<file path="src/armPkg.sv">
// Word and register widths, instruction field positions, enums and decode constants
`default_nettype none

package armPkg;

    // -------------------------------------------------------------------------
    // Widths and fixed register numbers
    // -------------------------------------------------------------------------
    localparam int DATA_W     = 32;
    localparam int REG_ADDR_W = 4;

    // R15 is not stored in the register file, it is built from the PC
    localparam logic [REG_ADDR_W-1:0] PC_REG  = 4'd15;
    localparam logic [DATA_W-1:0]     PC_STEP = 32'd4;

    // -------------------------------------------------------------------------
    // Instruction field positions
    // -------------------------------------------------------------------------
    localparam int COND_LSB = 28;
    localparam int OP_LSB   = 26;
    localparam int I_BIT    = 25;
    localparam int CMD_LSB  = 21;
    // S and L share bit 20, the class decides which meaning applies
    localparam int S_BIT    = 20;
    localparam int L_BIT    = 20;
    localparam int RN_LSB   = 16;
    localparam int RD_LSB   = 12;
    localparam int ROT_LSB  = 8;

    // Data-processing command field values
    localparam logic [3:0] CMD_AND = 4'b0000;
    localparam logic [3:0] CMD_SUB = 4'b0010;
    localparam logic [3:0] CMD_ADD = 4'b0100;
    localparam logic [3:0] CMD_CMP = 4'b1010;
    localparam logic [3:0] CMD_ORR = 4'b1100;

    // Instruction classes taken from bits 27:26
    localparam logic [1:0] OP_DP  = 2'b00;
    localparam logic [1:0] OP_MEM = 2'b01;
    localparam logic [1:0] OP_BR  = 2'b10;

    // Operand and writeback selections in the datapath
    localparam logic SRCB_REG   = 1'b0;
    localparam logic SRCB_IMM   = 1'b1;
    localparam logic RES_ALUOUT = 1'b0;
    localparam logic RES_DATA   = 1'b1;

    // -------------------------------------------------------------------------
    // Enumerated types
    // -------------------------------------------------------------------------
    typedef enum logic [3:0] {
        FETCH, DECODE, MEMADR, MEMRD, MEMWB, MEMWRITE,
        EXECR, EXECI, ALUWB, ALUNOWB, BRANCH
    } fsmState_t;

    typedef enum logic [1:0] {
        ALU_ADD, ALU_SUB, ALU_AND, ALU_ORR
    } aluOp_t;

    // Code 4'b1111 has no name here and is treated like AL
    typedef enum logic [3:0] {
        EQ, NE, CS, CC, MI, PL, VS, VC, HI, LS, GE, LT, GT, LE, AL
    } cond_t;

endpackage

`default_nettype wire

</file>
<file path="src/ctrlBus.sv">
// Control bus between the state machine, the condition unit and the datapath
`timescale 1ns/1ns
`default_nettype none

interface ctrlBus import armPkg::*; ();

    // Levels from the state machine, valid for the current state only
    logic       irWrite;
    logic       adrSrc;
    logic       srcBSel;
    logic       resultSrc;
    aluOp_t     aluOp;
    logic       abWrite;
    logic       pcStep;
    logic [1:0] immClass;

    // Enables after the condition check
    logic       regWrite;
    logic       pcBranch;

    modport fsm (
        output irWrite, adrSrc, srcBSel, resultSrc, aluOp, abWrite, pcStep, immClass
    );

    modport cond (
        output regWrite, pcBranch
    );

    // The datapath only listens
    modport dp (
        input irWrite, adrSrc, srcBSel, resultSrc, aluOp, abWrite, pcStep, immClass,
        input regWrite, pcBranch
    );

endinterface

`default_nettype wire

</file>
<file path="src/alu.sv">
// ALU for add, subtract, and, or with NZCV flag generation
`timescale 1ns/1ns
`default_nettype none

module alu import armPkg::*; (
    input  logic [DATA_W-1:0] a,
    input  logic [DATA_W-1:0] b,
    input  aluOp_t            op,
    output logic [DATA_W-1:0] result,
    output logic [3:0]        flags
);

    logic              isSub;
    logic              isArith;
    logic [DATA_W-1:0] bIn;
    logic [DATA_W:0]   sum;

    // Subtract is a + ~b + 1, so the carry out is the ARM no-borrow bit
    assign isSub   = (op == ALU_SUB);
    assign isArith = (op == ALU_ADD) || isSub;
    assign bIn     = isSub ? ~b : b;
    assign sum     = {1'b0, a} + {1'b0, bIn} + {{DATA_W{1'b0}}, isSub};

    always_comb begin
        case (op)
            ALU_AND: result = a & b;
            ALU_ORR: result = a | b;
            default: result = sum[DATA_W-1:0];
        endcase
    end

    // Flag order is N Z C V from the top bit down
    assign flags[3] = result[DATA_W-1];
    assign flags[2] = (result == '0);
    assign flags[1] = isArith & sum[DATA_W];
    // Overflow when both adder inputs agree in sign and the result does not
    assign flags[0] = isArith & (a[DATA_W-1] == bIn[DATA_W-1])
                    & (result[DATA_W-1] != a[DATA_W-1]);

endmodule

`default_nettype wire

</file>
<file path="src/armMulticycle.sv">
// Processor top level joining the state machine, condition unit and datapath
`timescale 1ns/1ns
`default_nettype none

module armMulticycle import armPkg::*; (
    input  logic              clk,
    input  logic              reset,
    input  logic [DATA_W-1:0] readData,
    output logic [DATA_W-1:0] adr,
    output logic [DATA_W-1:0] writeData,
    output logic              memWrite
);

    logic [DATA_W-1:0] instr;
    logic [3:0]        aluFlags;
    logic              regReq;
    logic              memReq;
    logic              brReq;
    logic              flagReq;

    ctrlBus ctrl ();

    // Requests leave the FSM ungated and pass through the condition unit
    mainFsm uFsm (
        .clk     (clk),
        .reset   (reset),
        .instr   (instr),
        .bus     (ctrl.fsm),
        .regReq  (regReq),
        .memReq  (memReq),
        .brReq   (brReq),
        .flagReq (flagReq)
    );

    condUnit uCond (
        .clk      (clk),
        .reset    (reset),
        .instr    (instr),
        .aluFlags (aluFlags),
        .regReq   (regReq),
        .memReq   (memReq),
        .brReq    (brReq),
        .flagReq  (flagReq),
        .bus      (ctrl.cond),
        .memWrite (memWrite)
    );

    datapath uDp (
        .clk       (clk),
        .reset     (reset),
        .readData  (readData),
        .bus       (ctrl.dp),
        .instr     (instr),
        .aluFlags  (aluFlags),
        .adr       (adr),
        .writeData (writeData)
    );

endmodule

`default_nettype wire

</file>
<file path="src/condUnit.sv">
// NZCV flag register, condition evaluation and write-enable gating
`timescale 1ns/1ns
`default_nettype none

module condUnit import armPkg::*; (
    input  logic              clk,
    input  logic              reset,
    input  logic [DATA_W-1:0] instr,
    input  logic [3:0]        aluFlags,
    input  logic              regReq,
    input  logic              memReq,
    input  logic              brReq,
    input  logic              flagReq,
    ctrlBus.cond              bus,
    output logic              memWrite
);

    logic [3:0] flags;
    logic       n;
    logic       z;
    logic       c;
    logic       v;
    logic       ge;
    logic       condPass;
    logic       condHeld;
    logic       isArith;
    logic [3:0] cmd;
    cond_t      cond;

    assign {n, z, c, v} = flags;
    assign ge   = (n == v);
    assign cond = cond_t'(instr[COND_LSB +: 4]);
    assign cmd  = instr[CMD_LSB +: 4];

    // Logic operations leave C and V alone
    assign isArith = (cmd == CMD_ADD) || (cmd == CMD_SUB) || (cmd == CMD_CMP);

    // -------------------------------------------------------------------------
    // Condition check against the stored flags
    // -------------------------------------------------------------------------
    always_comb begin
        case (cond)
            EQ: condPass = z;
            NE: condPass = ~z;
            CS: condPass = c;
            CC: condPass = ~c;
            MI: condPass = n;
            PL: condPass = ~n;
            VS: condPass = v;
            VC: condPass = ~v;
            HI: condPass = c & ~z;
            LS: condPass = ~c | z;
            GE: condPass = ge;
            LT: condPass = ~ge;
            GT: condPass = ~z & ge;
            LE: condPass = z | ~ge;
            default: condPass = 1'b1;
        endcase
    end

    // A failed instruction keeps its cycles but every write is masked
    // Register writes come one state after execute when the flags may already hold
    // this instruction's result, so they use the condition held from the state before
    assign bus.regWrite = regReq & condHeld;
    assign bus.pcBranch = brReq & condPass;
    assign memWrite     = memReq & condPass;

    // Flags change at the end of the execute state
    always_ff @(posedge clk or posedge reset) begin
        if (reset) begin
            flags    <= '0;
            condHeld <= 1'b0;
        end else begin
            condHeld <= condPass;
            if (flagReq && condPass) begin
                flags[3:2] <= aluFlags[3:2];
                if (isArith) begin
                    flags[1:0] <= aluFlags[1:0];
                end
            end
        end
    end

endmodule

`default_nettype wire

</file>
<file path="src/datapath.sv">
// Datapath with IR, data, A, B and result registers, extension and muxes
`timescale 1ns/1ns
`default_nettype none

module datapath import armPkg::*; (
    input  logic              clk,
    input  logic              reset,
    input  logic [DATA_W-1:0] readData,
    ctrlBus.dp                bus,
    output logic [DATA_W-1:0] instr,
    output logic [3:0]        aluFlags,
    output logic [DATA_W-1:0] adr,
    output logic [DATA_W-1:0] writeData
);

    logic [DATA_W-1:0]     pc;
    logic [DATA_W-1:0]     pcPlus8;
    logic [DATA_W-1:0]     dataReg;
    logic [DATA_W-1:0]     aReg;
    logic [DATA_W-1:0]     bReg;
    logic [DATA_W-1:0]     rd1;
    logic [DATA_W-1:0]     rd2;
    logic [DATA_W-1:0]     extImm;
    logic [DATA_W-1:0]     srcB;
    logic [DATA_W-1:0]     aluResult;
    logic [DATA_W-1:0]     aluOut;
    logic [DATA_W-1:0]     result;
    logic [2*DATA_W-1:0]   immRot;
    logic [REG_ADDR_W-1:0] ra2;

    // -------------------------------------------------------------------------
    // Pipeline-free holding registers between states
    // -------------------------------------------------------------------------
    // The IR feeds all decode, so it starts from a known word
    always_ff @(posedge clk or posedge reset) begin
        if (reset) begin
            instr <= '0;
        end else if (bus.irWrite) begin
            instr <= readData;
        end
    end

    // Data and ALU result registers sample every cycle; A and B only in DECODE
    always_ff @(posedge clk) begin
        dataReg <= readData;
        aluOut  <= aluResult;
        if (bus.abWrite) begin
            aReg <= rd1;
            bReg <= rd2;
        end
    end

    // -------------------------------------------------------------------------
    // PC, register file and immediate extension
    // -------------------------------------------------------------------------
    programCounter uPc (
        .clk          (clk),
        .reset        (reset),
        .pcStep       (bus.pcStep),
        .pcBranch     (bus.pcBranch),
        .branchOffset (extImm),
        .pc           (pc),
        .pcPlus8      (pcPlus8)
    );

    // Stores read Rd on the second port, everything else reads Rm
    assign ra2 = (bus.immClass == OP_MEM) ? instr[RD_LSB +: REG_ADDR_W]
                                          : instr[REG_ADDR_W-1:0];

    regFile uRegs (
        .clk (clk),
        .we  (bus.regWrite),
        .ra1 (instr[RN_LSB +: REG_ADDR_W]),
        .ra2 (ra2),
        .wa  (instr[RD_LSB +: REG_ADDR_W]),
        .wd  (result),
        .r15 (pcPlus8),
        .rd1 (rd1),
        .rd2 (rd2)
    );

    // Rotate right by twice the rot field, done as a shift of a doubled word
    assign immRot = {2{{(DATA_W-8){1'b0}}, instr[7:0]}} >> {instr[ROT_LSB +: 4], 1'b0};

    always_comb begin
        case (bus.immClass)
            OP_DP:   extImm = immRot[DATA_W-1:0];
            OP_MEM:  extImm = {{(DATA_W-12){1'b0}}, instr[11:0]};
            // Branch word offset becomes a byte offset
            default: extImm = {{(DATA_W-26){instr[23]}}, instr[23:0], 2'b00};
        endcase
    end

    // -------------------------------------------------------------------------
    // ALU and output muxes
    // -------------------------------------------------------------------------
    assign srcB = (bus.srcBSel == SRCB_IMM) ? extImm : bReg;

    alu uAlu (
        .a      (aReg),
        .b      (srcB),
        .op     (bus.aluOp),
        .result (aluResult),
        .flags  (aluFlags)
    );

    assign result    = (bus.resultSrc == RES_DATA) ? dataReg : aluOut;
    assign adr       = bus.adrSrc ? aluOut : pc;
    assign writeData = bReg;

endmodule

`default_nettype wire

</file>
<file path="src/mainFsm.sv">
// Instruction-class decode and multicycle control state machine
`timescale 1ns/1ns
`default_nettype none

module mainFsm import armPkg::*; (
    input  logic              clk,
    input  logic              reset,
    input  logic [DATA_W-1:0] instr,
    ctrlBus.fsm               bus,
    output logic              regReq,
    output logic              memReq,
    output logic              brReq,
    output logic              flagReq
);

    fsmState_t  state;
    fsmState_t  nextState;
    logic [1:0] opClass;
    logic [3:0] cmd;
    logic       immBit;
    logic       loadBit;
    logic       setFlags;
    logic       isCmp;
    aluOp_t     dpOp;

    // -------------------------------------------------------------------------
    // Field decode of the latched instruction
    // -------------------------------------------------------------------------
    assign opClass  = instr[OP_LSB +: 2];
    assign cmd      = instr[CMD_LSB +: 4];
    assign immBit   = instr[I_BIT];
    assign loadBit  = instr[L_BIT];
    assign setFlags = instr[S_BIT];
    assign isCmp    = (cmd == CMD_CMP);

    // CMP is a subtract whose result is thrown away
    always_comb begin
        case (cmd)
            CMD_AND: dpOp = ALU_AND;
            CMD_SUB: dpOp = ALU_SUB;
            CMD_CMP: dpOp = ALU_SUB;
            CMD_ORR: dpOp = ALU_ORR;
            default: dpOp = ALU_ADD;
        endcase
    end

    // The extender in the datapath picks its format from the class directly
    assign bus.immClass = opClass;

    // -------------------------------------------------------------------------
    // State register and sequencing
    // -------------------------------------------------------------------------
    always_ff @(posedge clk or posedge reset) begin
        if (reset) begin
            state <= FETCH;
        end else begin
            state <= nextState;
        end
    end

    always_comb begin
        nextState = FETCH;
        case (state)
            FETCH: nextState = DECODE;
            DECODE: begin
                case (opClass)
                    OP_DP:   nextState = immBit ? EXECI : EXECR;
                    OP_MEM:  nextState = MEMADR;
                    OP_BR:   nextState = BRANCH;
                    default: nextState = FETCH;
                endcase
            end
            // CMP skips the register writeback
            EXECR: nextState = isCmp ? ALUNOWB : ALUWB;
            EXECI: nextState = isCmp ? ALUNOWB : ALUWB;
            MEMADR: nextState = loadBit ? MEMRD : MEMWRITE;
            MEMRD: nextState = MEMWB;
            default: nextState = FETCH;
        endcase
    end

    // -------------------------------------------------------------------------
    // Control levels per state
    // -------------------------------------------------------------------------
    always_comb begin
        bus.irWrite   = 1'b0;
        bus.adrSrc    = 1'b0;
        bus.srcBSel   = SRCB_REG;
        bus.resultSrc = RES_ALUOUT;
        bus.aluOp     = ALU_ADD;
        bus.abWrite   = 1'b0;
        bus.pcStep    = 1'b0;
        regReq        = 1'b0;
        memReq        = 1'b0;
        brReq         = 1'b0;
        flagReq       = 1'b0;
        case (state)
            // Address comes from the PC, instruction and PC update together
            FETCH: begin
                bus.irWrite = 1'b1;
                bus.pcStep  = 1'b1;
            end
            DECODE: bus.abWrite = 1'b1;
            // Base plus unsigned offset goes into the result register
            MEMADR: bus.srcBSel = SRCB_IMM;
            MEMRD: begin
                bus.adrSrc  = 1'b1;
                bus.srcBSel = SRCB_IMM;
            end
            MEMWB: begin
                bus.resultSrc = RES_DATA;
                regReq        = 1'b1;
            end
            MEMWRITE: begin
                bus.adrSrc = 1'b1;
                memReq     = 1'b1;
            end
            EXECR: begin
                bus.aluOp = dpOp;
                flagReq   = setFlags | isCmp;
            end
            EXECI: begin
                bus.aluOp   = dpOp;
                bus.srcBSel = SRCB_IMM;
                flagReq     = setFlags | isCmp;
            end
            ALUWB: regReq = 1'b1;
            BRANCH: brReq = 1'b1;
            // ALUNOWB only spends the cycle
            default: begin
            end
        endcase
    end

endmodule

`default_nettype wire

</file>
<file path="src/programCounter.sv">
// Program counter with fetch step, branch load and the R15 read value
`timescale 1ns/1ns
`default_nettype none

module programCounter import armPkg::*; (
    input  logic              clk,
    input  logic              reset,
    input  logic              pcStep,
    input  logic              pcBranch,
    input  logic [DATA_W-1:0] branchOffset,
    output logic [DATA_W-1:0] pc,
    output logic [DATA_W-1:0] pcPlus8
);

    // After FETCH the PC already points one word past the instruction,
    // so one more step gives the architectural R15 value
    assign pcPlus8 = pc + PC_STEP;

    always_ff @(posedge clk or posedge reset) begin
        if (reset) begin
            pc <= '0;
        end else if (pcBranch) begin
            // Target is instruction address + 8 + offset
            pc <= pcPlus8 + branchOffset;
        end else if (pcStep) begin
            pc <= pc + PC_STEP;
        end
    end

endmodule

`default_nettype wire

</file>
<file path="src/regFile.sv">
// Register file of R0 to R14 with the R15 read path
`timescale 1ns/1ns
`default_nettype none

module regFile import armPkg::*; (
    input  logic                  clk,
    input  logic                  we,
    input  logic [REG_ADDR_W-1:0] ra1,
    input  logic [REG_ADDR_W-1:0] ra2,
    input  logic [REG_ADDR_W-1:0] wa,
    input  logic [DATA_W-1:0]     wd,
    input  logic [DATA_W-1:0]     r15,
    output logic [DATA_W-1:0]     rd1,
    output logic [DATA_W-1:0]     rd2
);

    logic [DATA_W-1:0] regs [0:PC_REG-1];

    // A write aimed at R15 is dropped since the PC owns that register
    always_ff @(posedge clk) begin
        if (we && (wa != PC_REG)) begin
            regs[wa] <= wd;
        end
    end

    // Both read ports are combinational
    assign rd1 = (ra1 == PC_REG) ? r15 : regs[ra1];
    assign rd2 = (ra2 == PC_REG) ? r15 : regs[ra2];

endmodule

`default_nettype wire

</file>
<file path="config.mk">
export PLATFORM = sky130hd
export DESIGN_NAME = armMulticycle
export DESIGN_NICKNAME = d
export VERILOG_FILES = /design/src/armPkg.sv /design/src/ctrlBus.sv /design/src/alu.sv /design/src/armMulticycle.sv /design/src/condUnit.sv /design/src/datapath.sv /design/src/mainFsm.sv /design/src/programCounter.sv /design/src/regFile.sv
export SDC_FILE = /design/constraint.sdc
export NUM_CORES = 1
export LEC_CHECK = 0
export BUFFER_PORTS_ARGS = -buffer_cell sky130_fd_sc_hd__buf_2
export CORE_UTILIZATION = 40
export DETAILED_ROUTE_END_ITERATION = 6
export HOLD_SLACK_MARGIN = 0.03
export PLACE_DENSITY = 0.56
export RECOVER_POWER = 100
export SLEW_MARGIN = 5
export SYNTH_ARGS = -nofsm -noshare
export SYNTH_HDL_FRONTEND = slang
export SYNTH_SLANG_ARGS = --single-unit
</file>
<file path="constraint.sdc">
create_clock -name clk -period 7.83 [get_ports clk]
set_clock_uncertainty 0.2 [all_clocks]
set_input_delay 1.566 -clock clk [delete_from_list [all_inputs] [get_ports clk]]
set_output_delay 1.566 -clock clk [all_outputs]
set_load 0.02 [all_outputs]
</file>
### After elaboration in Yosys (flattened, before gate mapping)

Memory sizes are Yosys's and may differ from the RTL's.
Index checks and enable logic that the tools add are counted.

| storage, ports and cells | value |
|---|---|
| register bits | 201 |
| memory bits (writable) | 480 |
| input bits | 34 |
| output and inout port bits | 65 |
| logic and storage cells | 120 |
| memories | 1 |

| operators by class | value |
|---|---|
| $add $sub $neg | 4 |
| equality and inequality tests | 37 |
| shifts and indexed selects | 1 |
| muxes and demuxes | 30 |
| bitwise gates (word level) | 19 |
| reductions and logical operators | 18 |

Memory list:

| memory | depth | width | rd ports | clocked after Yosys merged registers in | wr ports | line | RTL |
|---|---|---|---|---|---|---|---|
| uDp.uRegs.regs | 15 | 32 | 2 | 0 | 1 | regFile.sv:17 | `logic [DATA_W-1:0] regs [0:PC_REG-1];` |

Operators with widths:

| cell | count |
|---|---|
| 32-bit 2-to-1 mux | 8 |
| 32-bit case mux with 2 select lines | 2 |
| 4-bit == test, second input constant | 12 |
| 40-bit by 5-bit right shift with 32-bit output | 1 |
| 4-bit by 3-bit == test with 1-bit output, second input constant | 9 |
| 32-bit by 32-bit adder with 33-bit output | 1 |
| 33-bit by 1-bit adder with 33-bit output | 1 |
| 32-bit by 3-bit adder with 32-bit output, second input constant | 1 |
| 32-bit adder | 1 |
| 32-bit AND | 1 |
| 32-bit logical NOT | 1 |
| 32-bit NOT | 1 |
| 32-bit bitwise OR | 1 |
| 4-bit by 2-bit == test with 1-bit output, second input constant | 5 |
| 4-bit case mux with 5 select lines | 1 |
| 1-bit case mux with 14 select lines | 1 |
| 1-bit 2-to-1 mux | 13 |
| 4-bit logical NOT | 3 |
| 4-bit case mux with 3 select lines | 1 |
| 1-bit AND | 8 |
| 4-bit by 1-bit == test with 1-bit output, second input constant | 2 |
| 2-bit OR reduction | 4 |
| 2-bit == test, second input constant | 3 |
| 2-bit case mux with 3 select lines | 1 |
| 15 further kinds | 27 |

### Logic depth before layout (Yosys ltp)

Gate-level depths: netlist (run 1).

| logic depth | value |
|---|---|
| word-level depth | 11 |
| mapped depth | 23 |
| mapped depth without buffers | 21 |

### Hierarchy

Synthesis (run 1) repeated with hierarchy kept, for this count alone.

| unflattened totals | value |
|---|---|
| cell total of the unflattened synthesis | 3037 |
| area total of the unflattened synthesis | 37780.0 um^2 |

Modules (own cells, without submodules):

| module | instances | cells an instance | area each (um^2) | sequential area each (um^2) |
|---|---|---|---|---|
| regFile | 1 | 1452 | 23176.0 | 14413.8 |
| datapath | 1 | 523 | 6622.6 | 4003.8 |
| programCounter | 1 | 478 | 3829.9 | 800.8 |
| alu | 1 | 488 | 3339.5 | 0.0 |
| condUnit | 1 | 49 | 429.2 | 125.1 |
| mainFsm | 1 | 47 | 382.9 | 100.1 |

### Worst setup path before layout (run 1)

No wires, ideal clock.

| timing | value |
|---|---|
| path type | register -> register |
| from | register uFsm.state[1] |
| to | register uDp.aReg[0] (enable) |
| library setup time | 0.565 ns |
| arrival time | 5.123 ns |
| data required time | 7.065 ns |
| slack | 1.942 ns |
| stages on the path, launching flop included | 4 |
| path buffers | 1 |
| clock period less this slack | 5.888 ns |
| cell sequence | dfrtp_1 -> clkbuf_1 -> nand2b_1 -> nor3_1 |

| between the ends | value |
|---|---|
| longest elaborated chain between the ends | 2 |

RTL lines:

| item | line | RTL |
|---|---|---|
| start: declaration | mainFsm.sv:16 | `fsmState_t state;` |
| start signal: assignment | mainFsm.sv:57 | `state <= nextState;` |
| 4-bit by 1-bit == test with 1-bit output | mainFsm.sv:97 | `case (state)` |
| 1-bit 2-to-1 mux | mainFsm.sv:97 |  |
| end signal: assignment | datapath.sv:48 | `aReg <= rd1;` |
| end: declaration | datapath.sv:19 | `logic [DATA_W-1:0] aReg;` |

Every way passes these cells.
A chain may end at the register's enable or synchronous reset.

### Worst setup path after layout (run 1)

| timing | value |
|---|---|
| from | register uDp.instr[17] |
| to | register uDp.aReg[10], data pin |

| between the ends | value |
|---|---|
| longest elaborated chain between the ends | 2 |
| elaborated cells between the ends (all ways) | 3 |
| classes of those cells | eq/ne: 1; mux: 1; memory: 1 |

RTL lines:

| item | line | RTL |
|---|---|---|
| start: declaration | datapath.sv:10 | `output logic [DATA_W-1:0] instr,` |
| start signal: assignment | datapath.sv:39 | `instr <= readData;` |
| memory 15 x 32 bit / 4-bit == test (equally long branches) | -- |  |
| 32-bit 2-to-1 mux (*) | regFile.sv:27 | `assign rd1 = (ra1 == PC_REG) ? r15 : regs[ra1];` |
| via uDp.rd1[10] | datapath.sv:21 | `logic [DATA_W-1:0] rd1;` |

Mark *: on every way through the listed nets, which the timed path passes. The rest lies on a longest branch.

==> impl_metrics.tcl, run 1 <==
set metrics [dict create \
    status "finished with violations" \
    failed_checks "capacitance limit, slew limit" \
    synthCells 3085 \
    fmaxAchievable_mhz 146 \
    worst_slack_ns 0.978 \
    dieArea_mm2 0.0929 \
    synth_cell_types 79 \
    cts-resized-gates 0 \
    cts_sinks 681 \
    drive_above_1_share 0.121 \
    cp.arrival_ns 6.97 \
    cts-hold-fix-buffers 0 \
    ys.flop_type "edfxtp_1" \
    drc 0 \
    hp-class "register to register" \
    cts_root_buffer "clkbuf_16" \
    die_h_um 305 \
    place_congestion 0.952 \
    grt_max_degree 142 \
    final-max-slew-violation-count 1046 \
    path_clk_slew_ns 0.06 \
    r2r_cells 6 \
    grt_pass1_wl_mm 191 \
    wl_per_cell_um 30.7 \
    layout_min_cycle_time_ns 6.85 \
    clk_latency_ns 0.64 \
    slew_headroom -1.67 \
    finalHoldViolCount 0 \
    synth_nets 3185 \
    slowest_stage "clkbuf_1" \
    ys_seq_area_frac 0.530 \
    fin_tns_setup_ns 0 \
    async_flop_share 0.107 \
    cts_buffer_depth 3 \
    grt_use_total 0.284 \
    cp_cell_sequence "clkbuf_1 -> nand2b_1 -> clkbuf_1 -> o22ai_1 -> o311ai_0 -> o21ai_0" \
    syn_area_per_cell_um2 11.9 \
    start_util 0.406 \
    start_kind "register" \
    cp_num_buf_inv 2 \
    final_antenna_net_count 0 \
    cp-end-kind "register" \
    rsz0062_at_grt "false" \
    worst-path-max-fanout 43 \
    required_ns 7.95 \
    htreeDepth 3 \
    cts_setup_buffers 0 \
    crit_family "buffers and inverters" \
    fill_cells 8315 \
    dp_slack_ns 1.56 \
    ios 99 \
    fin_cells 4361 \
    core-area_mm2 0.0904 \
    dp_hpwl_mm 89.3 \
    dr_total_vias 27300 \
    via_per_inst 6.26 \
    worst_pin_slew_ns 4.00 \
    critical_path_class "register to register" \
    hold_depth 2 \
    final-setup-viol-count 0 \
    drt-total-wl_mm 134 \
    yosysWarningCount 0 \
    crit_top_cell "clkbuf_1" \
    drt_iter0_drc 2974 \
    cp_num_cells 6 \
    cts_tree "yes" \
    placed_cells 4228 \
    cts_buffers 75 \
    synth_edf_count 544 \
    grt_pass1_vias 26700 \
    row_count 110 \
    first_pass_iters 6 \
    final_util 0.450 \
    grt-ovfl-total 0 \
    synthToLayoutAreaGrowth_pct 10.9 \
    nets 3229 \
    max_stage_delay_ns 2.20 \
    synth_seq_cells 681 \
    die_w_um 305 \
    antenna_found_initial 6 \
    io_buffers 98 \
    syn_area_mm2 0.0367 \
    diodes 0 \
    final.period_utilization 0.875 \
    drv_cap 33 \
]
## Yosys cell counts (40+ instances only)
cell type / n / area (um2)
dfxtp_1: 64 / 1280
nand2_1: 412 / 1550
xnor2_1: 103 / 902
a211oi_1: 84 / 631
and2_1: 47 / 294
edfxtp_1: 544 / 16300
a311oi_1: 44 / 385
a21oi_1: 140 / 701
xor2_1: 43 / 377
mux2i_1: 160 / 1600
mux2_2: 99 / 1110
inv_1: 65 / 244
dfrtp_1: 73 / 1830
o21ai_0: 178 / 891
ha_1: 64 / 801
clkbuf_1: 166 / 623
nor2_1: 155 / 582
mux4_2: 127 / 2860
nor3_1: 40 / 200
## worst register-to-register path, delay by kind of cell, from the launching register on
kind            cells  cell delay, ns
buf+inv             2            3.62
compound gates      3            1.51
flops               1            0.71
simple gates        1            0.51
## layer usage
layer	track usage	share of wire
met5	0	0.000097
met4	0.0991	0.035
met3	0.0456	0.082
met2	0.456	0.47
met1	0.390	0.42
## final timing paths
| check | endpoint | startpoint | slack (ns) |
|---|---|---|---|
| worst max-delay path | uDp.aReg[10]$_DFFE_PP_ | uDp.instr[17]$_DFFE_PP0P_ | 0.98 |
| worst min-delay path | uCond.flags[2]$_DFFE_PP0P_ | uCond.flags[2]$_DFFE_PP0P_ | 0.33 |
| worst max register to register | uDp.aReg[10]$_DFFE_PP_ | uDp.instr[17]$_DFFE_PP0P_ | 0.98 |
| worst min register to register | uCond.flags[2]$_DFFE_PP0P_ | uCond.flags[2]$_DFFE_PP0P_ | 0.33 |
| max in group asynchronous | uDp.instr[16]$_DFFE_PP0P_ | reset | 2.20 |
| min in group asynchronous | uDp.instr[25]$_DFFE_PP0P_ | reset | 0.88 |
## logic make-up (layout without fill, tap and decap cells)
| family | count (synthesis) | in the layout | share of synthesized area |
|---|---|---|---|
| multiplexers | 390 | 390 | 0.154 |
| AO/OA/AOI/OAI | 703 | 703 | 0.126 |
| adder cells (fa/ha/maj) | 82 | 82 | 0.0273 |
| XOR/XNOR | 146 | 146 | 0.0349 |
| flip-flops | 681 | 681 | 0.530 |
| buffers and inverters | 270 | 370 | 0.0281 |
| AND/OR/NAND/NOR | 813 | 813 | 0.0999 |
## layout make-up
cell class,instances,area (um2),area share
Inverter,65,245,0.00603
Multi-Input combinational cell,2134,16300,0.401
Sequential cell,681,19500,0.478
Tap cell,1176,1470,0.0362
Clock inverter,44,435,0.0107
Clock buffer,89,1950,0.0479
Timing Repair Buffer,172,825,0.0203
## flip-flops by register name, indices dropped and copies added, names as in the netlist, 4 cells and up
name            flops
uDp.aReg           32
uDp.uPc.pc         32
uCond.flags         4
uDp.aluOut         32
uDp.writeData      32
uDp.dataReg        32
uDp.instr          32
uFsm.state          4
uDp.uRegs.regs    480
## cell usage in the layout, fill, tap and decap left out, drive strengths merged, types with 10 or more instances in the layout
cell,instances
a21o,35
o31ai,13
nor2b,31
o21bai,10
mux2i,160
nand2b,19
clkinv,30
mux2,103
mux4,127
inv,68
buf,51
edfxtp,544
o21ai,178
clkbuf,210
o211ai,22
a31oi,17
xnor2,103
nand3,34
and2,47
nor2,156
and3,15
xor2,43
o22ai,30
nor3,41
a311oi,44
o311ai,28
maj3,16
dfrtp,73
a22oi,26
a211oi,84
a21oi,140
nand2,412
o21a,16
ha,64
dfxtp,64
## through the flow
stage               area (um2)  hold WS (ns)
global route             40700         0.364
global placement         38700         0.347
detailed placement       38700         0.315
CTS                      41100         0.331
floorplan                36700         0.246
finish                   40700         0.326
Power of run 1 is not shown: default switching activity piles up to over one toggle a cycle in this logic, so the estimate is an artifact.
==> inputs of run 2 (changes only) <==
--- a/config.mk
+++ b/config.mk
@@ -6,10 +6,11 @@
 export NUM_CORES = 1
 export LEC_CHECK = 0
 export BUFFER_PORTS_ARGS = -buffer_cell sky130_fd_sc_hd__buf_2
+export CORE_MARGIN = 5
 export CORE_UTILIZATION = 40
 export DETAILED_ROUTE_END_ITERATION = 6
 export HOLD_SLACK_MARGIN = 0.03
-export PLACE_DENSITY = 0.56
+export PLACE_DENSITY = 0.54
 export RECOVER_POWER = 100
 export SLEW_MARGIN = 5
 export SYNTH_ARGS = -nofsm -noshare
==> impl_metrics.tcl, run 2 (synthesis results as in run 1) <==
set metrics [dict create \
    grt_pass1_wl_mm 196 \
    wl_per_cell_um 31.5 \
    first_pass_iters 5 \
    cts_setup_buffers 0 \
    start_kind "register" \
    cp-end-kind "register" \
    slew_headroom -1.48 \
    required_ns 8.09 \
    finalHoldViolCount 0 \
    via_per_inst 6.28 \
    die_h_um 313 \
    layout_common_cells "edfxtp_1 (544), nand2_1 (410), o21ai_0 (178), mux2i_1 (156), nor2_1 (147)" \
    start_util 0.401 \
    die_w_um 313 \
    cts_root_buffer "clkbuf_16" \
    final-setup-viol-count 0 \
    drt-total-wl_mm 138 \
    hp-start "uCond.flags[2]$_DFFE_PP0P_" \
    cts_sinks 681 \
    cts-hold-fix-buffers 0 \
    place_congestion 0.982 \
    htreeDepth 3 \
    fmaxAchievable_mhz 141 \
    dieArea_mm2 0.0979 \
    drive_above_1_share 0.120 \
    core-area_mm2 0.0914 \
    startpoint "uDp.instr[27]$_DFFE_PP0P_" \
    p_leak_uw 0.0144 \
    failed_checks "capacitance limit, slew limit" \
    fin_tns_setup_ns 0 \
    largest_register "uDp.uRegs.regs" \
    clk_latency_ns 0.63 \
    worst-path-max-fanout 141 \
    synthToLayoutAreaGrowth_pct 11.1 \
    path_clk_slew_ns 0.06 \
    cp.arrival_ns 7.35 \
    final.period_utilization 0.906 \
    max-vdd-ir-drop_uv 572 \
    status "finished with violations" \
    drv_cap 25 \
    hp-class "register to register" \
    cts_buffer_depth 3 \
    fill_cells 8407 \
    worstReg2RegStart "uDp.instr[27]$_DFFE_PP0P_" \
    cts_tree "yes" \
    layout_min_cycle_time_ns 7.09 \
    grt-ovfl-total 0 \
    grt_max_degree 142 \
    cts_buffers 76 \
    io_buffers 98 \
    drc 0 \
    holdWs_ns 0.340 \
    final_antenna_net_count 0 \
    cts-resized-gates 0 \
    dp_hpwl_mm 91.4 \
    antenna_found_initial 8 \
    ios 99 \
    row_count 111 \
    grt_pass1_vias 27100 \
    final-max-slew-violation-count 942 \
    rsz0062_at_grt "false" \
    nets 3231 \
    power.density_mw_per_mm2 532 \
    critical_path_class "register to register" \
    drt_iter0_drc 3184 \
    final_common_cell "edfxtp_1" \
    largest_reg_flops 480 \
    worst_pin_slew_ns 3.72 \
    grt_use_total 0.273 \
    dr_total_vias 27500 \
]
run 2: cell types whose count changed in the layout (fill, tap and decap cells not counted), moves of 3 or more:
cell | before | now
and2_0 | 9 | 1
and2_1 | 38 | 46
mux2_1 | 42 | 48
mux2_2 | 58 | 52
bufinv_16 | 7 | 3
clkbuf_1 | 132 | 135
clkbuf_16 | 76 | 79
run 2: per-stage QoR:
stage	area (um2)	utilization	total power [uW]	std cells	setup slack [ns]
final	40800	0.446	21700	4377	0.740
after global routing	40700	0.446	22700	4376	0.466
after CTS	41100	0.450	21700	4376	1.20
after detailed placement	38700	0.424	18100	4239	1.23
after global placement	38700	0.424	18100	4239	1.00
after floorplan	36700	-	13600	3085	1.94
run 2: area by class of cell:
cell class	instances	area, um2	area share
diodes	1	2.50	0.0000614
well taps	1186	1480	0.0364
clock buffers	98	2050	0.0503
repair buffers	173	853	0.0209
flip-flops and latches	681	19500	0.477
multi-input cells	2134	16300	0.401
inverters	65	245	0.00602
clock inverters	39	327	0.00801
run 2: power breakdown:
group          total [uW]  internal, uW  leakage [uW]  switching (uW)
sequential           6160          5160       0.00638             996
combinational       12000          4220       0.00684            7810
clock                3480          1960       0.00115            1510
total               21700         11300        0.0144           10300
run 2: final timing paths:
check / to / slack (ns) / depth (start not counted)
worst max-delay path: uDp.writeData[29]$_DFFE_PP_ / 0.74 / 10
worst min-delay path: uCond.flags[2]$_DFFE_PP0P_ / 0.34 / 2
min in group asynchronous: uDp.instr[29]$_DFFE_PP0P_ / 1.01 / 2
max in group asynchronous: uDp.instr[16]$_DFFE_PP0P_ / 2.27 / 3
worst max register to register: uDp.writeData[29]$_DFFE_PP_ / 0.74 / 10
worst min register to register: uCond.flags[2]$_DFFE_PP0P_ / 0.34 / 2
run 2: worst max-delay path: stages (launching register included):
cell and delay (ns):
dfrtp_1 0.74, clkbuf_1 0.36, nor2b_1 0.16, clkbuf_1 0.60, mux2i_4 0.32, clkbuf_2 2.46
nor2_1 0.14, nand2_1 0.80, buf_4 0.42, o311ai_0 0.47, o21ai_0 0.23
run 2: metal layers:
layer  wire [um]  up-vias  global-route usage
met4        5380        0              0.0960
met3       11200      247              0.0377
met1       57000    14100               0.379
li1            -    11800                   -
met2       64300     1396               0.443
met5           0        -                   0
Power figures use the tool's default switching activity.
